===== src/hw/lsCompute.svh =====
// load/store lane helpers for the memory stage
// load extraction with sign/zero extension, store lane placement and strobes
`ifndef LSCOMPUTE_SVH
`define LSCOMPUTE_SVH

// pick the addressed byte or half out of the bus word and extend it
function automatic logic [31:0] lsLoad(
	input logic [2:0] funct3,
	input logic [1:0] addrLo,
	input logic [31:0] rdata
);
	logic [31:0] shifted;
	shifted = rdata >> {addrLo, 3'b000};
	case (funct3)
		rvPkg::f3Byte: lsLoad = {{24{shifted[7]}}, shifted[7:0]};
		rvPkg::f3Half: lsLoad = {{16{shifted[15]}}, shifted[15:0]};
		rvPkg::f3ByteU: lsLoad = {24'b0, shifted[7:0]};
		rvPkg::f3HalfU: lsLoad = {16'b0, shifted[15:0]};
		default: lsLoad = rdata;
	endcase
endfunction

// move store data into the lanes selected by the low address bits
function automatic logic [31:0] lsStoreData(
	input logic [2:0] funct3,
	input logic [1:0] addrLo,
	input logic [31:0] data
);
	case (funct3)
		rvPkg::f3Byte: lsStoreData = {24'b0, data[7:0]} << {addrLo, 3'b000};
		rvPkg::f3Half: lsStoreData = {16'b0, data[15:0]} << {addrLo, 3'b000};
		default: lsStoreData = data;
	endcase
endfunction

// byte strobes matching the placed lanes
function automatic logic [3:0] lsStoreStrb(
	input logic [2:0] funct3,
	input logic [1:0] addrLo
);
	case (funct3)
		rvPkg::f3Byte: lsStoreStrb = 4'b0001 << addrLo;
		rvPkg::f3Half: lsStoreStrb = 4'b0011 << addrLo;
		default: lsStoreStrb = 4'b1111;
	endcase
endfunction

`endif


===== src/hw/rvPkg.sv =====
// RV32I integer core shared definitions
// opcodes, access widths, ALU selects and the decoded instruction word
`default_nettype none

package rvPkg;

	// data path and register index widths
	localparam int xlen = 32;
	localparam int regAddrW = 5;

	// supported opcode classes
	localparam logic [6:0] opOp = 7'b0110011;
	localparam logic [6:0] opImm = 7'b0010011;
	localparam logic [6:0] opLui = 7'b0110111;
	localparam logic [6:0] opLoad = 7'b0000011;
	localparam logic [6:0] opStore = 7'b0100011;

	// load/store width and sign, straight from funct3
	localparam logic [2:0] f3Byte = 3'b000;
	localparam logic [2:0] f3Half = 3'b001;
	localparam logic [2:0] f3Word = 3'b010;
	localparam logic [2:0] f3ByteU = 3'b100;
	localparam logic [2:0] f3HalfU = 3'b101;

	// ALU selects equal funct3, altOp turns add into sub and srl into sra
	localparam logic [2:0] aluAdd = 3'b000;
	localparam logic [2:0] aluSll = 3'b001;
	localparam logic [2:0] aluSlt = 3'b010;
	localparam logic [2:0] aluSltu = 3'b011;
	localparam logic [2:0] aluXor = 3'b100;
	localparam logic [2:0] aluSrl = 3'b101;
	localparam logic [2:0] aluOr = 3'b110;
	localparam logic [2:0] aluAnd = 3'b111;

	// I-type layout, also used for OP and LUI fields
	typedef struct packed {
		logic [11:0] imm;
		logic [regAddrW-1:0] rs1;
		logic [2:0] funct3;
		logic [regAddrW-1:0] rd;
		logic [6:0] opcode;
	} iFields;

	// S-type layout, gives rs2 for OP and stores
	typedef struct packed {
		logic [6:0] immHi;
		logic [regAddrW-1:0] rs2;
		logic [regAddrW-1:0] rs1;
		logic [2:0] funct3;
		logic [4:0] immLo;
		logic [6:0] opcode;
	} sFields;

	// one instruction word, two ways to read it
	typedef union packed {
		iFields iView;
		sFields sView;
	} instrWord;

endpackage

`default_nettype wire


===== src/hw/pipeIf.sv =====
// pipeline stage interfaces
// execute-to-memory and memory-to-writeback bundles
`timescale 1ns/1ps
`default_nettype none

interface exMemIf;
	logic valid;
	logic regWrite;
	logic memRead;
	logic memWrite;
	logic [2:0] funct3;
	logic [rvPkg::regAddrW-1:0] rd;
	logic [rvPkg::xlen-1:0] aluResult;
	logic [rvPkg::xlen-1:0] storeData;
	// back pressure from the memory stage
	logic stall;

	modport source (
		output valid, regWrite, memRead, memWrite, funct3, rd, aluResult, storeData,
		input stall
	);
	modport sink (
		input valid, regWrite, memRead, memWrite, funct3, rd, aluResult, storeData,
		output stall
	);
endinterface

interface memWbIf;
	// valid pulses once per instruction, the rest stays for forwarding
	logic valid;
	logic regWrite;
	logic [rvPkg::regAddrW-1:0] rd;
	logic [rvPkg::xlen-1:0] result;

	modport source (
		output valid, regWrite, rd, result
	);
	modport sink (
		input valid, regWrite, rd, result
	);
endinterface

`default_nettype wire


===== src/hw/decodeStage.sv =====
// decode stage: instruction register, field decode, immediates and register reads
// holds on a load-use hazard or a memory stall and feeds the execute register
`timescale 1ns/1ps
`default_nettype none

module decodeStage (
	input logic clk,
	input logic reset,
	input logic [rvPkg::xlen-1:0] instr,
	input logic instrValid,
	output logic instrReady,
	// valid bit on top, rd of the load below
	input logic [rvPkg::regAddrW:0] loadInExec,
	input logic memStall,
	memWbIf.sink wbPort,
	output logic exValid,
	output logic exRegWrite,
	output logic exMemRead,
	output logic exMemWrite,
	output logic exUseImm,
	output logic exIsLui,
	output logic [2:0] exAluSel,
	output logic exAltOp,
	output logic [2:0] exFunct3,
	output logic [rvPkg::regAddrW-1:0] exRs1,
	output logic [rvPkg::regAddrW-1:0] exRs2,
	output logic [rvPkg::regAddrW-1:0] exRd,
	output logic [rvPkg::xlen-1:0] exRs1Data,
	output logic [rvPkg::xlen-1:0] exRs2Data,
	output logic [rvPkg::xlen-1:0] exImm
);

	rvPkg::instrWord instrQ;
	logic decValid;
	logic readyQ;
	logic isOp, isImm, isLui, isLoad, isStore;
	logic regWrite, useImm, altOp, usesRs2, loadUse;
	logic [2:0] aluSel;
	logic [rvPkg::xlen-1:0] imm;
	logic [rvPkg::regAddrW-1:0] rs1, rs2;
	logic [rvPkg::xlen-1:0] rs1Data, rs2Data;

	regFile uRegFile (
		.clk(clk),
		.reset(reset),
		.rs1(rs1),
		.rs2(rs2),
		.writeEn(wbPort.regWrite),
		.writeAddr(wbPort.rd),
		.writeData(wbPort.result),
		.rs1Data(rs1Data),
		.rs2Data(rs2Data)
	);

	// opcode class and fields through the matching view
	assign isOp = instrQ.iView.opcode == rvPkg::opOp;
	assign isImm = instrQ.iView.opcode == rvPkg::opImm;
	assign isLui = instrQ.iView.opcode == rvPkg::opLui;
	assign isLoad = instrQ.iView.opcode == rvPkg::opLoad;
	assign isStore = instrQ.sView.opcode == rvPkg::opStore;
	assign rs1 = instrQ.iView.rs1;
	assign rs2 = instrQ.sView.rs2;
	assign regWrite = isOp || isImm || isLui || isLoad;
	assign usesRs2 = isOp || isStore;

	always_comb begin
		imm = '0;
		aluSel = rvPkg::aluAdd;
		altOp = 1'b0;
		useImm = isImm || isLoad || isStore;
		if (isImm || isLoad) begin
			imm = {{20{instrQ.iView.imm[11]}}, instrQ.iView.imm};
		end
		if (isStore) begin
			imm = {{20{instrQ.sView.immHi[6]}}, instrQ.sView.immHi, instrQ.sView.immLo};
		end
		// U immediate rebuilt from the upper I fields
		if (isLui) begin
			imm = {instrQ.iView.imm, instrQ.iView.rs1, instrQ.iView.funct3, 12'b0};
		end
		// bit 30 selects sub/sra
		if (isOp) begin
			aluSel = instrQ.iView.funct3;
			altOp = instrQ.sView.immHi[5];
		end
		// immediates have no subtract, only srai uses bit 30
		if (isImm) begin
			aluSel = instrQ.iView.funct3;
			altOp = (instrQ.iView.funct3 == rvPkg::aluSrl) && instrQ.sView.immHi[5];
		end
	end

	// a load in execute cannot forward in time, wait one cycle for it
	assign loadUse = decValid && loadInExec[rvPkg::regAddrW] &&
		(loadInExec[rvPkg::regAddrW-1:0] != '0) &&
		((!isLui && rs1 == loadInExec[rvPkg::regAddrW-1:0]) ||
		(usesRs2 && rs2 == loadInExec[rvPkg::regAddrW-1:0]));

	assign instrReady = readyQ && !memStall && !loadUse;

	always_ff @(posedge clk) begin
		if (!reset) begin
			readyQ <= 1'b0;
			decValid <= 1'b0;
		end else begin
			readyQ <= 1'b1;
			if (instrReady) begin
				decValid <= instrValid;
			end else if (!memStall && !loadUse) begin
				decValid <= 1'b0;
			end
		end
	end

	always_ff @(posedge clk) begin
		if (instrReady && instrValid) begin
			instrQ <= instr;
		end
	end

	// execute register control, load-use leaves a bubble behind
	always_ff @(posedge clk) begin
		if (!reset) begin
			exValid <= 1'b0;
			exRegWrite <= 1'b0;
			exMemRead <= 1'b0;
			exMemWrite <= 1'b0;
		end else if (!memStall) begin
			exValid <= decValid && !loadUse;
			exRegWrite <= decValid && !loadUse && regWrite;
			exMemRead <= decValid && !loadUse && isLoad;
			exMemWrite <= decValid && !loadUse && isStore;
		end
	end

	always_ff @(posedge clk) begin
		if (!memStall) begin
			exUseImm <= useImm;
			exIsLui <= isLui;
			exAluSel <= aluSel;
			exAltOp <= altOp;
			exFunct3 <= instrQ.iView.funct3;
			exRs1 <= rs1;
			exRs2 <= rs2;
			exRd <= instrQ.iView.rd;
			exRs1Data <= rs1Data;
			exRs2Data <= rs2Data;
			exImm <= imm;
		end
	end

endmodule

`default_nettype wire


===== src/hw/execStage.sv =====
// execute stage: operand forwarding, ALU and the execute-to-memory register
`timescale 1ns/1ps
`default_nettype none

module execStage (
	input logic clk,
	input logic reset,
	input logic exValid,
	input logic exRegWrite,
	input logic exMemRead,
	input logic exMemWrite,
	input logic exUseImm,
	input logic exIsLui,
	input logic [2:0] exAluSel,
	input logic exAltOp,
	input logic [2:0] exFunct3,
	input logic [rvPkg::regAddrW-1:0] exRs1,
	input logic [rvPkg::regAddrW-1:0] exRs2,
	input logic [rvPkg::regAddrW-1:0] exRd,
	input logic [rvPkg::xlen-1:0] exRs1Data,
	input logic [rvPkg::xlen-1:0] exRs2Data,
	input logic [rvPkg::xlen-1:0] exImm,
	exMemIf.source memPort,
	memWbIf.sink wbPort,
	output logic [rvPkg::regAddrW:0] loadInExec
);

	logic memFwd, wbFwd;
	logic [rvPkg::xlen-1:0] opA, opB, srcB, aluOut;

	// memory stage results qualify unless they still wait on a load
	assign memFwd = memPort.valid && memPort.regWrite && !memPort.memRead &&
		(memPort.rd != '0);
	assign wbFwd = wbPort.regWrite && (wbPort.rd != '0);

	// youngest producer wins
	assign opA = (memFwd && memPort.rd == exRs1) ? memPort.aluResult :
		(wbFwd && wbPort.rd == exRs1) ? wbPort.result : exRs1Data;
	assign opB = (memFwd && memPort.rd == exRs2) ? memPort.aluResult :
		(wbFwd && wbPort.rd == exRs2) ? wbPort.result : exRs2Data;
	assign srcB = exUseImm ? exImm : opB;

	always_comb begin
		case (exAluSel)
			rvPkg::aluAdd: aluOut = exAltOp ? opA - srcB : opA + srcB;
			rvPkg::aluSll: aluOut = opA << srcB[4:0];
			rvPkg::aluSlt: aluOut = {31'b0, $signed(opA) < $signed(srcB)};
			rvPkg::aluSltu: aluOut = {31'b0, opA < srcB};
			rvPkg::aluXor: aluOut = opA ^ srcB;
			// arithmetic shift keeps the sign
			rvPkg::aluSrl: aluOut = exAltOp ? $unsigned($signed(opA) >>> srcB[4:0]) :
				opA >> srcB[4:0];
			rvPkg::aluOr: aluOut = opA | srcB;
			rvPkg::aluAnd: aluOut = opA & srcB;
		endcase
	end

	// decode checks this for the load-use hazard
	assign loadInExec = {exMemRead, exRd};

	always_ff @(posedge clk) begin
		if (!reset) begin
			memPort.valid <= 1'b0;
			memPort.regWrite <= 1'b0;
			memPort.memRead <= 1'b0;
			memPort.memWrite <= 1'b0;
		end else if (!memPort.stall) begin
			memPort.valid <= exValid;
			memPort.regWrite <= exRegWrite;
			memPort.memRead <= exMemRead;
			memPort.memWrite <= exMemWrite;
		end
	end

	// lui passes the upper immediate unchanged
	always_ff @(posedge clk) begin
		if (!memPort.stall) begin
			memPort.funct3 <= exFunct3;
			memPort.rd <= exRd;
			memPort.aluResult <= exIsLui ? exImm : aluOut;
			memPort.storeData <= opB;
		end
	end

endmodule

`default_nettype wire


===== src/hw/intCore.sv =====
// RV32I integer pipeline top level
// decode, execute and memory stages with instruction, APB and retire ports
`timescale 1ns/1ps
`default_nettype none

module intCore (
	input logic clk,
	input logic reset,
	input logic [rvPkg::xlen-1:0] instr,
	input logic instrValid,
	output logic instrReady,
	output logic [rvPkg::xlen-1:0] paddr,
	output logic psel,
	output logic penable,
	output logic pwrite,
	output logic [rvPkg::xlen-1:0] pwdata,
	output logic [3:0] pstrb,
	input logic [rvPkg::xlen-1:0] prdata,
	input logic pready,
	output logic retireValid,
	output logic [rvPkg::regAddrW-1:0] retireRd,
	output logic [rvPkg::xlen-1:0] retireData
);

	exMemIf exMem ();
	memWbIf memWb ();

	// decode to execute operands and controls
	logic exValid, exRegWrite, exMemRead, exMemWrite;
	logic exUseImm, exIsLui, exAltOp;
	logic [2:0] exAluSel, exFunct3;
	logic [rvPkg::regAddrW-1:0] exRs1, exRs2, exRd;
	logic [rvPkg::xlen-1:0] exRs1Data, exRs2Data, exImm;
	logic [rvPkg::regAddrW:0] loadInExec;

	decodeStage uDecode (
		.clk(clk),
		.reset(reset),
		.instr(instr),
		.instrValid(instrValid),
		.instrReady(instrReady),
		.loadInExec(loadInExec),
		.memStall(exMem.stall),
		.wbPort(memWb.sink),
		.exValid(exValid),
		.exRegWrite(exRegWrite),
		.exMemRead(exMemRead),
		.exMemWrite(exMemWrite),
		.exUseImm(exUseImm),
		.exIsLui(exIsLui),
		.exAluSel(exAluSel),
		.exAltOp(exAltOp),
		.exFunct3(exFunct3),
		.exRs1(exRs1),
		.exRs2(exRs2),
		.exRd(exRd),
		.exRs1Data(exRs1Data),
		.exRs2Data(exRs2Data),
		.exImm(exImm)
	);

	execStage uExec (
		.clk(clk),
		.reset(reset),
		.exValid(exValid),
		.exRegWrite(exRegWrite),
		.exMemRead(exMemRead),
		.exMemWrite(exMemWrite),
		.exUseImm(exUseImm),
		.exIsLui(exIsLui),
		.exAluSel(exAluSel),
		.exAltOp(exAltOp),
		.exFunct3(exFunct3),
		.exRs1(exRs1),
		.exRs2(exRs2),
		.exRd(exRd),
		.exRs1Data(exRs1Data),
		.exRs2Data(exRs2Data),
		.exImm(exImm),
		.memPort(exMem.source),
		.wbPort(memWb.sink),
		.loadInExec(loadInExec)
	);

	memStage uMem (
		.clk(clk),
		.reset(reset),
		.memPort(exMem.sink),
		.wbPort(memWb.source),
		.paddr(paddr),
		.psel(psel),
		.penable(penable),
		.pwrite(pwrite),
		.pwdata(pwdata),
		.pstrb(pstrb),
		.prdata(prdata),
		.pready(pready)
	);

	// one pulse per instruction that writes a real register
	assign retireValid = memWb.valid && memWb.regWrite && (memWb.rd != '0);
	assign retireRd = memWb.rd;
	assign retireData = memWb.result;

endmodule

`default_nettype wire


===== src/hw/memStage.sv =====
// memory stage: APB master for loads and stores and the writeback register
// holds the pipeline from the arrival of a memory op until its transfer completes
`timescale 1ns/1ps
`default_nettype none

module memStage (
	input logic clk,
	input logic reset,
	exMemIf.sink memPort,
	memWbIf.source wbPort,
	output logic [rvPkg::xlen-1:0] paddr,
	output logic psel,
	output logic penable,
	output logic pwrite,
	output logic [rvPkg::xlen-1:0] pwdata,
	output logic [3:0] pstrb,
	input logic [rvPkg::xlen-1:0] prdata,
	input logic pready
);

	`include "lsCompute.svh"

	typedef enum logic {
		apbIdle,
		apbAccess
	} apbStateT;

	apbStateT apbState;
	logic memOp, done, xferDone;
	logic [rvPkg::xlen-1:0] loadQ;

	// xferDone marks the op as finished for the one cycle it takes to leave
	assign memOp = memPort.valid && (memPort.memRead || memPort.memWrite) && !xferDone;
	assign done = (apbState == apbAccess) && pready;
	assign memPort.stall = memOp;

	// setup cycle is psel with penable low
	assign psel = memOp;
	assign penable = apbState == apbAccess;
	assign pwrite = memPort.memWrite;
	assign paddr = memPort.aluResult;
	assign pwdata = lsStoreData(memPort.funct3, memPort.aluResult[1:0], memPort.storeData);
	// reads carry no strobes
	assign pstrb = memPort.memWrite ? lsStoreStrb(memPort.funct3, memPort.aluResult[1:0]) :
		4'b0000;

	always_ff @(posedge clk) begin
		if (!reset) begin
			apbState <= apbIdle;
			xferDone <= 1'b0;
		end else begin
			xferDone <= done;
			case (apbState)
				apbIdle: if (memOp) apbState <= apbAccess;
				apbAccess: if (pready) apbState <= apbIdle;
			endcase
		end
	end

	// extracted load data, taken on the completing edge
	always_ff @(posedge clk) begin
		if (done) begin
			loadQ <= lsLoad(memPort.funct3, memPort.aluResult[1:0], prdata);
		end
	end

	// valid is a single pulse, regWrite stays so execute can still forward
	always_ff @(posedge clk) begin
		if (!reset) begin
			wbPort.valid <= 1'b0;
			wbPort.regWrite <= 1'b0;
		end else if (memPort.stall) begin
			wbPort.valid <= 1'b0;
		end else begin
			wbPort.valid <= memPort.valid;
			wbPort.regWrite <= memPort.regWrite;
		end
	end

	always_ff @(posedge clk) begin
		if (!memPort.stall) begin
			wbPort.rd <= memPort.rd;
			wbPort.result <= memPort.memRead ? loadQ : memPort.aluResult;
		end
	end

endmodule

`default_nettype wire


===== src/hw/regFile.sv =====
// integer register file, two read ports and one write port
// x0 reads as zero, a same-cycle write is bypassed to the readers
`timescale 1ns/1ps
`default_nettype none

module regFile (
	input logic clk,
	input logic reset,
	input logic [rvPkg::regAddrW-1:0] rs1,
	input logic [rvPkg::regAddrW-1:0] rs2,
	input logic writeEn,
	input logic [rvPkg::regAddrW-1:0] writeAddr,
	input logic [rvPkg::xlen-1:0] writeData,
	output logic [rvPkg::xlen-1:0] rs1Data,
	output logic [rvPkg::xlen-1:0] rs2Data
);

	logic [rvPkg::xlen-1:0] regs [32];

	always_ff @(posedge clk) begin
		if (!reset) begin
			for (int i = 0; i < 32; i++) begin
				regs[i] <= '0;
			end
		end else if (writeEn && writeAddr != '0) begin
			regs[writeAddr] <= writeData;
		end
	end

	// x0 first, then the value being written this cycle
	assign rs1Data = (rs1 == '0) ? '0 :
		(writeEn && writeAddr == rs1) ? writeData : regs[rs1];
	assign rs2Data = (rs2 == '0) ? '0 :
		(writeEn && writeAddr == rs2) ? writeData : regs[rs2];

endmodule

`default_nettype wire


===== config.mk =====
export PLATFORM = sky130hd
export DESIGN_NAME = intCore
export DESIGN_NICKNAME = d
export VERILOG_FILES = /design/src/hw/rvPkg.sv /design/src/hw/pipeIf.sv /design/src/hw/decodeStage.sv /design/src/hw/execStage.sv /design/src/hw/intCore.sv /design/src/hw/memStage.sv /design/src/hw/regFile.sv
export VERILOG_INCLUDE_DIRS = /design/src /design/src/hw
export SDC_FILE = /design/constraint.sdc
export NUM_CORES = 2
export LEC_CHECK = 0
export BUFFER_PORTS_ARGS = -buffer_cell sky130_fd_sc_hd__buf_2
export CORE_MARGIN = 2
export CORE_UTILIZATION = 68
export DETAILED_ROUTE_END_ITERATION = 16
export GPL_TIMING_DRIVEN = 0
export PLACE_DENSITY = 0.82
export SETUP_SLACK_MARGIN = 0.3
export SLEW_MARGIN = 5
export SYNTH_ARGS = -nofsm -noshare
export SYNTH_HDL_FRONTEND = slang
export SYNTH_SLANG_ARGS = --single-unit

===== constraint.sdc =====
create_clock -name clk -period 47.3 [get_ports clk]
set_input_delay 11.825 -clock clk [delete_from_list [all_inputs] [get_ports clk]]
set_output_delay 11.825 -clock clk [all_outputs]
set_load 0.03 [all_outputs]

==> metrics, run 1 <==
Clock Path Buffers=3; Post-Synthesis Cells=5836; Post-synth EDFFs=1317; CTS H-Tree Depth=4; io pins=178; Num CTS Buffers=140; status=stopped before the end; number of register bits inferred by synthesis=1341; Post-Syn Area=77800 um^2; Chip Height=about 340 um; Avg Inst Size Synth=roughly 13 um^2; GRT Total Usage=82.3%; Synth async-reset ratio=0%; maximum number of pins on one net before global-route repair=34; Ys Warns=0; ys flop type=edfxtp_1; gp weighted congestion=1.17; first-pass GRT wire length=653000 um; Post-CTS Hold Fix Bufs=0; Port Buf Inserts=177; Starting Density=68.3%; Die Wd=342 um; register area share after synthesis=just over 50%; Sink Count=1341; Netlist cell types=~100; Row Count=124; gr ovfl total=between 1500 and 2000; dpl ws=around 32000 ps; Resized cells post-CTS=0; Final HPWL DP=295000 um; Failed at=global routing (5_1_grt); setup bufs post-CTS=0; vias in the first global route=77700; Log Error=[ERROR GRT-0116] Global routing finished with congestion. Check the congestion regions in the DRC Viewer.; CTS root buf=clkbuf_16
[synthesized netlist by cell type, drive strengths merged, types with 27 or more instances]
cell type / number / area [um^2]
a211oi: 98 / 736
a21o: 53 / 398
a21oi: 218 / 1100
a22oi: 31 / 233
a31oi: 59 / 407
and2: 1007 / 6300
buf: 131 / 603
clkbuf: 420 / 1580
edfxtp: 1317 / 39500
ha: 97 / 1210
inv: 118 / 445
mux2: 54 / 612
mux2i: 176 / 1770
mux4: 644 / 14500
nand2: 225 / 845
nand3: 101 / 505
nor2: 317 / 1230
nor3: 61 / 325
o211ai: 27 / 221
o21ai: 207 / 1050
xnor2: 34 / 298
xor2: 30 / 263
[metal layers]
layer  overflow  track usage (%)
met2       1224             97.0
met3         71             68.9
met5         14             45.1
met1        104             83.2
met4        530             78.7
[per-stage QoR]
step,instances,utilization (%),hold WS [ps],cell area [um^2]
after floorplan,5867,-,400,77900
after global placement,7556,70.8,403,80700
after detailed placement,7615,72.4,415,82400
after CTS,7863,76.4,429,87000
[logic make-up after synthesis]
logic type	synth area share, %
simple gates	13.1
flops	51.5
compound gates	8.02
mux	21.7
buf+inv	3.38
fa+ha+maj	1.61
xor+xnor	0.721
other cells	0.00482
==> run 2, diff against run 1 <==
--- a/config.mk
+++ b/config.mk
@@ -8,11 +8,10 @@
 export LEC_CHECK = 0
 export BUFFER_PORTS_ARGS = -buffer_cell sky130_fd_sc_hd__buf_2
 export CORE_MARGIN = 2
-export CORE_UTILIZATION = 68
+export CORE_UTILIZATION = 40
 export DETAILED_ROUTE_END_ITERATION = 16
 export GPL_TIMING_DRIVEN = 0
-export PLACE_DENSITY = 0.82
-export SETUP_SLACK_MARGIN = 0.3
+export PLACE_DENSITY_LB_ADDON = 0.15
 export SLEW_MARGIN = 5
 export SYNTH_ARGS = -nofsm -noshare
 export SYNTH_HDL_FRONTEND = slang
==> run 2 against run 1 <==
Synthesized cell count is the same. The run now ends clean. Area after synthesis is the same.
==> metrics, run 2 <==
Finished Cell Area=88300 um^2; Clock Pin Slew Worst Setup and Hold Paths=60 ps; Synth area leader=edfxtp_1; maximum number of pins on one net before global-route repair=42; Synth async-reset ratio=0% (unchanged); Internal=approximately 2.4 mW; combinational share of power=28.5%; critical path fanouts, max=10; Area Growth Syn to Fin=13.6%; Post-synth top cells=edfxtp_1, and2_1, mux4_2; Slew HR=4.34%; CTS tree=done; CTS root buf=clkbuf_16; gp weighted congestion=1.07 (-8.6%); Post-synth EDFFs=1317 (unchanged); R2R depth=20; via count=56600; Final ANT Viol Nets=0; fin cells=approximately 9000; final hold vios=0; dominant cells by area after synthesis=edfxtp_1, mux4_2, and2_1; ys flop type=edfxtp_1; period utilization=between 30% and 40%; fill count=17500; hold depth=0; Crit. End Element=output pin; startpoint types=register; Routed WL=360000 um; DR WL/cell=40.4 um; Final Slew Violations=0; gr ovfl total=0; Worst EP arrival=roughly 4600 ps; drc violations=0; Sw Ratio=38.7%; share of post-route cells with drive strength above 1=20.9%; Synth Area in Compound Gates=8.02% (unchanged); io pins=178 (unchanged); Post-Synth XOR/XNOR Area=0.721% (unchanged); Row Count=161 (+30%); mux contribution to synthesized area=21.7% (unchanged); min-delay worst type=reg -> reg; Lkg Pwr=32.0 nW; register area share after synthesis=51.5% (unchanged); Final HPWL DP=287000 um (-2.6%); worst-margin pin slew=1430 ps; vias in the first global route=56400; Post-Syn Area=77800 um^2 (unchanged); Max Clock Skew=49.3 ps; CTS H-Tree Depth=4 (unchanged); initial antenna violation count=34; main combinational cell family by area after synthesis=multiplexers; Clock power frac=30.4%; DRT Pass-1 Iters=5; placed cells=8623 (+13%); first-pass GRT wire length=484000 um; Sink Count=1341 (unchanged); Layout Utilization=45.8%; RSZ-0062 raised after global routing=false; commonest non-fill, non-tap cell in the layout=edfxtp_1; Ys Warns=0 (unchanged); post-synth top area share=50.8% (unchanged); Finish-stage setup viols=0; placed cell area=83500 um^2 (+1.3%); routed vias/inst=6.35; full die area=198000 um^2; Clock Path Buffers=3 (unchanged); Post-Synthesis Cells=5836 (unchanged); GRT Total Usage=between 30 and 40%; Starting Density=40.3% (-28 points); adder-cell area share of the yosys netlist=1.61% (unchanged); clk_lat worst skew=840 ps; most frequent cells in the layout=edfxtp_1, and2_1, mux4_2; Req. time, crit path=between 30000 and 40000 ps; CORE AREA=193000 um^2; Max IR drop VDD=0.0291 mV; drt first-iter violations=roughly 7300; number of register bits inferred by synthesis=1341 (unchanged); Port Buf Inserts=177 (unchanged); max reg flops=1024; Switching Power=1.50 mW; Num CTS Buffers=155 (+11%); Netlist cell types=99 (unchanged); Resized cells post-CTS=0 (unchanged); Worst Setup Path Type=reg -> out; most common cell in the netlist=edfxtp_1; largest reg by FF count=uDecode.uRegFile.regs; total power=between 3 and 4 mW; Cell Pwr Density=43.7 nW/um^2; setup TNS=0 ps; Die Wd=445 um (+30%); status=complete, no violations; Avg Inst Size Synth=13.3 um^2 (unchanged); max-cap violations=0; Chip Height=445 um (+30%); final layout net count=6423; sequential power share=about 40%; Post-CTS Hold Fix Bufs=0 (unchanged); Simple-Gate Fraction of Synth Area=13.1% (unchanged); Max Freq=60.9 MHz; setup bufs post-CTS=0 (unchanged); Tmin final=16410 ps
==> run 2: worst max-delay path, stage by stage (launching register included) <==
cell	delay (ps)
edfxtp_1	440
clkbuf_1	560
clkbuf_1	510
clkbuf_1	960
o21ai_0	220
a21boi_0	640
buf_2	410
==> run 2: power groups by stage <==
stage | clock [mW] | sequential, mW | combinational, mW
3_3_place_gp | 0 | 1.61 | 1.05
6_report | 1.17 | 1.59 | 1.10
2_1_floorplan | 0 | 1.53 | 0.540
5_1_grt | 1.22 | 1.59 | 1.13
3_5_place_dp | 0 | 1.60 | 1.06
4_1_cts | 1.18 | 1.58 | 1.07
==> run 2: cells by family (layout without fill, tap and decap cells) <==
family | Yosys count | after routing
adders and majority gates | 99 | 99
other | 1 | 41
muxes | 874 | 874
and+or+nand+nor | 1855 | 1855
buffers and inverters | 670 | 1180
AOI/OAI and AO/OA | 932 | 932
DFF | 1341 | 1341
xor gates and xnor gates | 64 | 64
==> run 2: cell type report <==
| type | count | area (um^2) | area share [%] |
|---|---|---|---|
| diodes | 9 | 22.5 | 0.0255 |
| repair buffers | 232 | 1930 | 2.19 |
| well taps | 2526 | 3160 | 3.58 |
| flip-flops and latches | 1341 | 40000 | 45.3 |
| plain buffers | 551 | 2210 | 2.50 |
| clock inverters | 91 | 811 | 0.918 |
| inverters | 119 | 449 | 0.508 |
| multi-input cells | 3856 | 35700 | 40.4 |
| clock buffers | 187 | 4000 | 4.53 |
==> run 2: routing by layer <==
metal	vias up	wire length (um)	global-route usage, %	part of all wire (%)
met3	781	27500	5.93	7.6
met5	-	42	0	0.012
li1	23300	-	-	-
met4	6	31000	25.5	8.6
met1	29400	132000	43.8	37
met2	3072	170000	58.9	47
==> run 2: path summary, 6_finish.rpt <==
path                                                           start                              endpoint  slack, ps
worst min register to register         uDecode.exFunct3[1]$_DFFE_PN_     uExec.memPort.funct3[1]$_DFFE_PN_        420
worst min-delay path                   uDecode.exFunct3[1]$_DFFE_PN_     uExec.memPort.funct3[1]$_DFFE_PN_        420
worst max register to register     uMem.wbPort.regWrite$_SDFFE_PN0N_  uExec.memPort.aluResult[0]$_DFFE_PN_      38300
worst max-delay path            uExec.memPort.aluResult[0]$_DFFE_PN_                              pstrb[3]      30890
==> run 2: stage by stage <==
stage / setup WS (ps) / hold WS, ps
floorplan: 19060 / 400
global placement: 12440 / 407
detailed placement: 31780 / 408
CTS: 31000 / 422
global route: 30870 / 436
finish: 30890 / 419
Power figures use the tool's default switching activity.
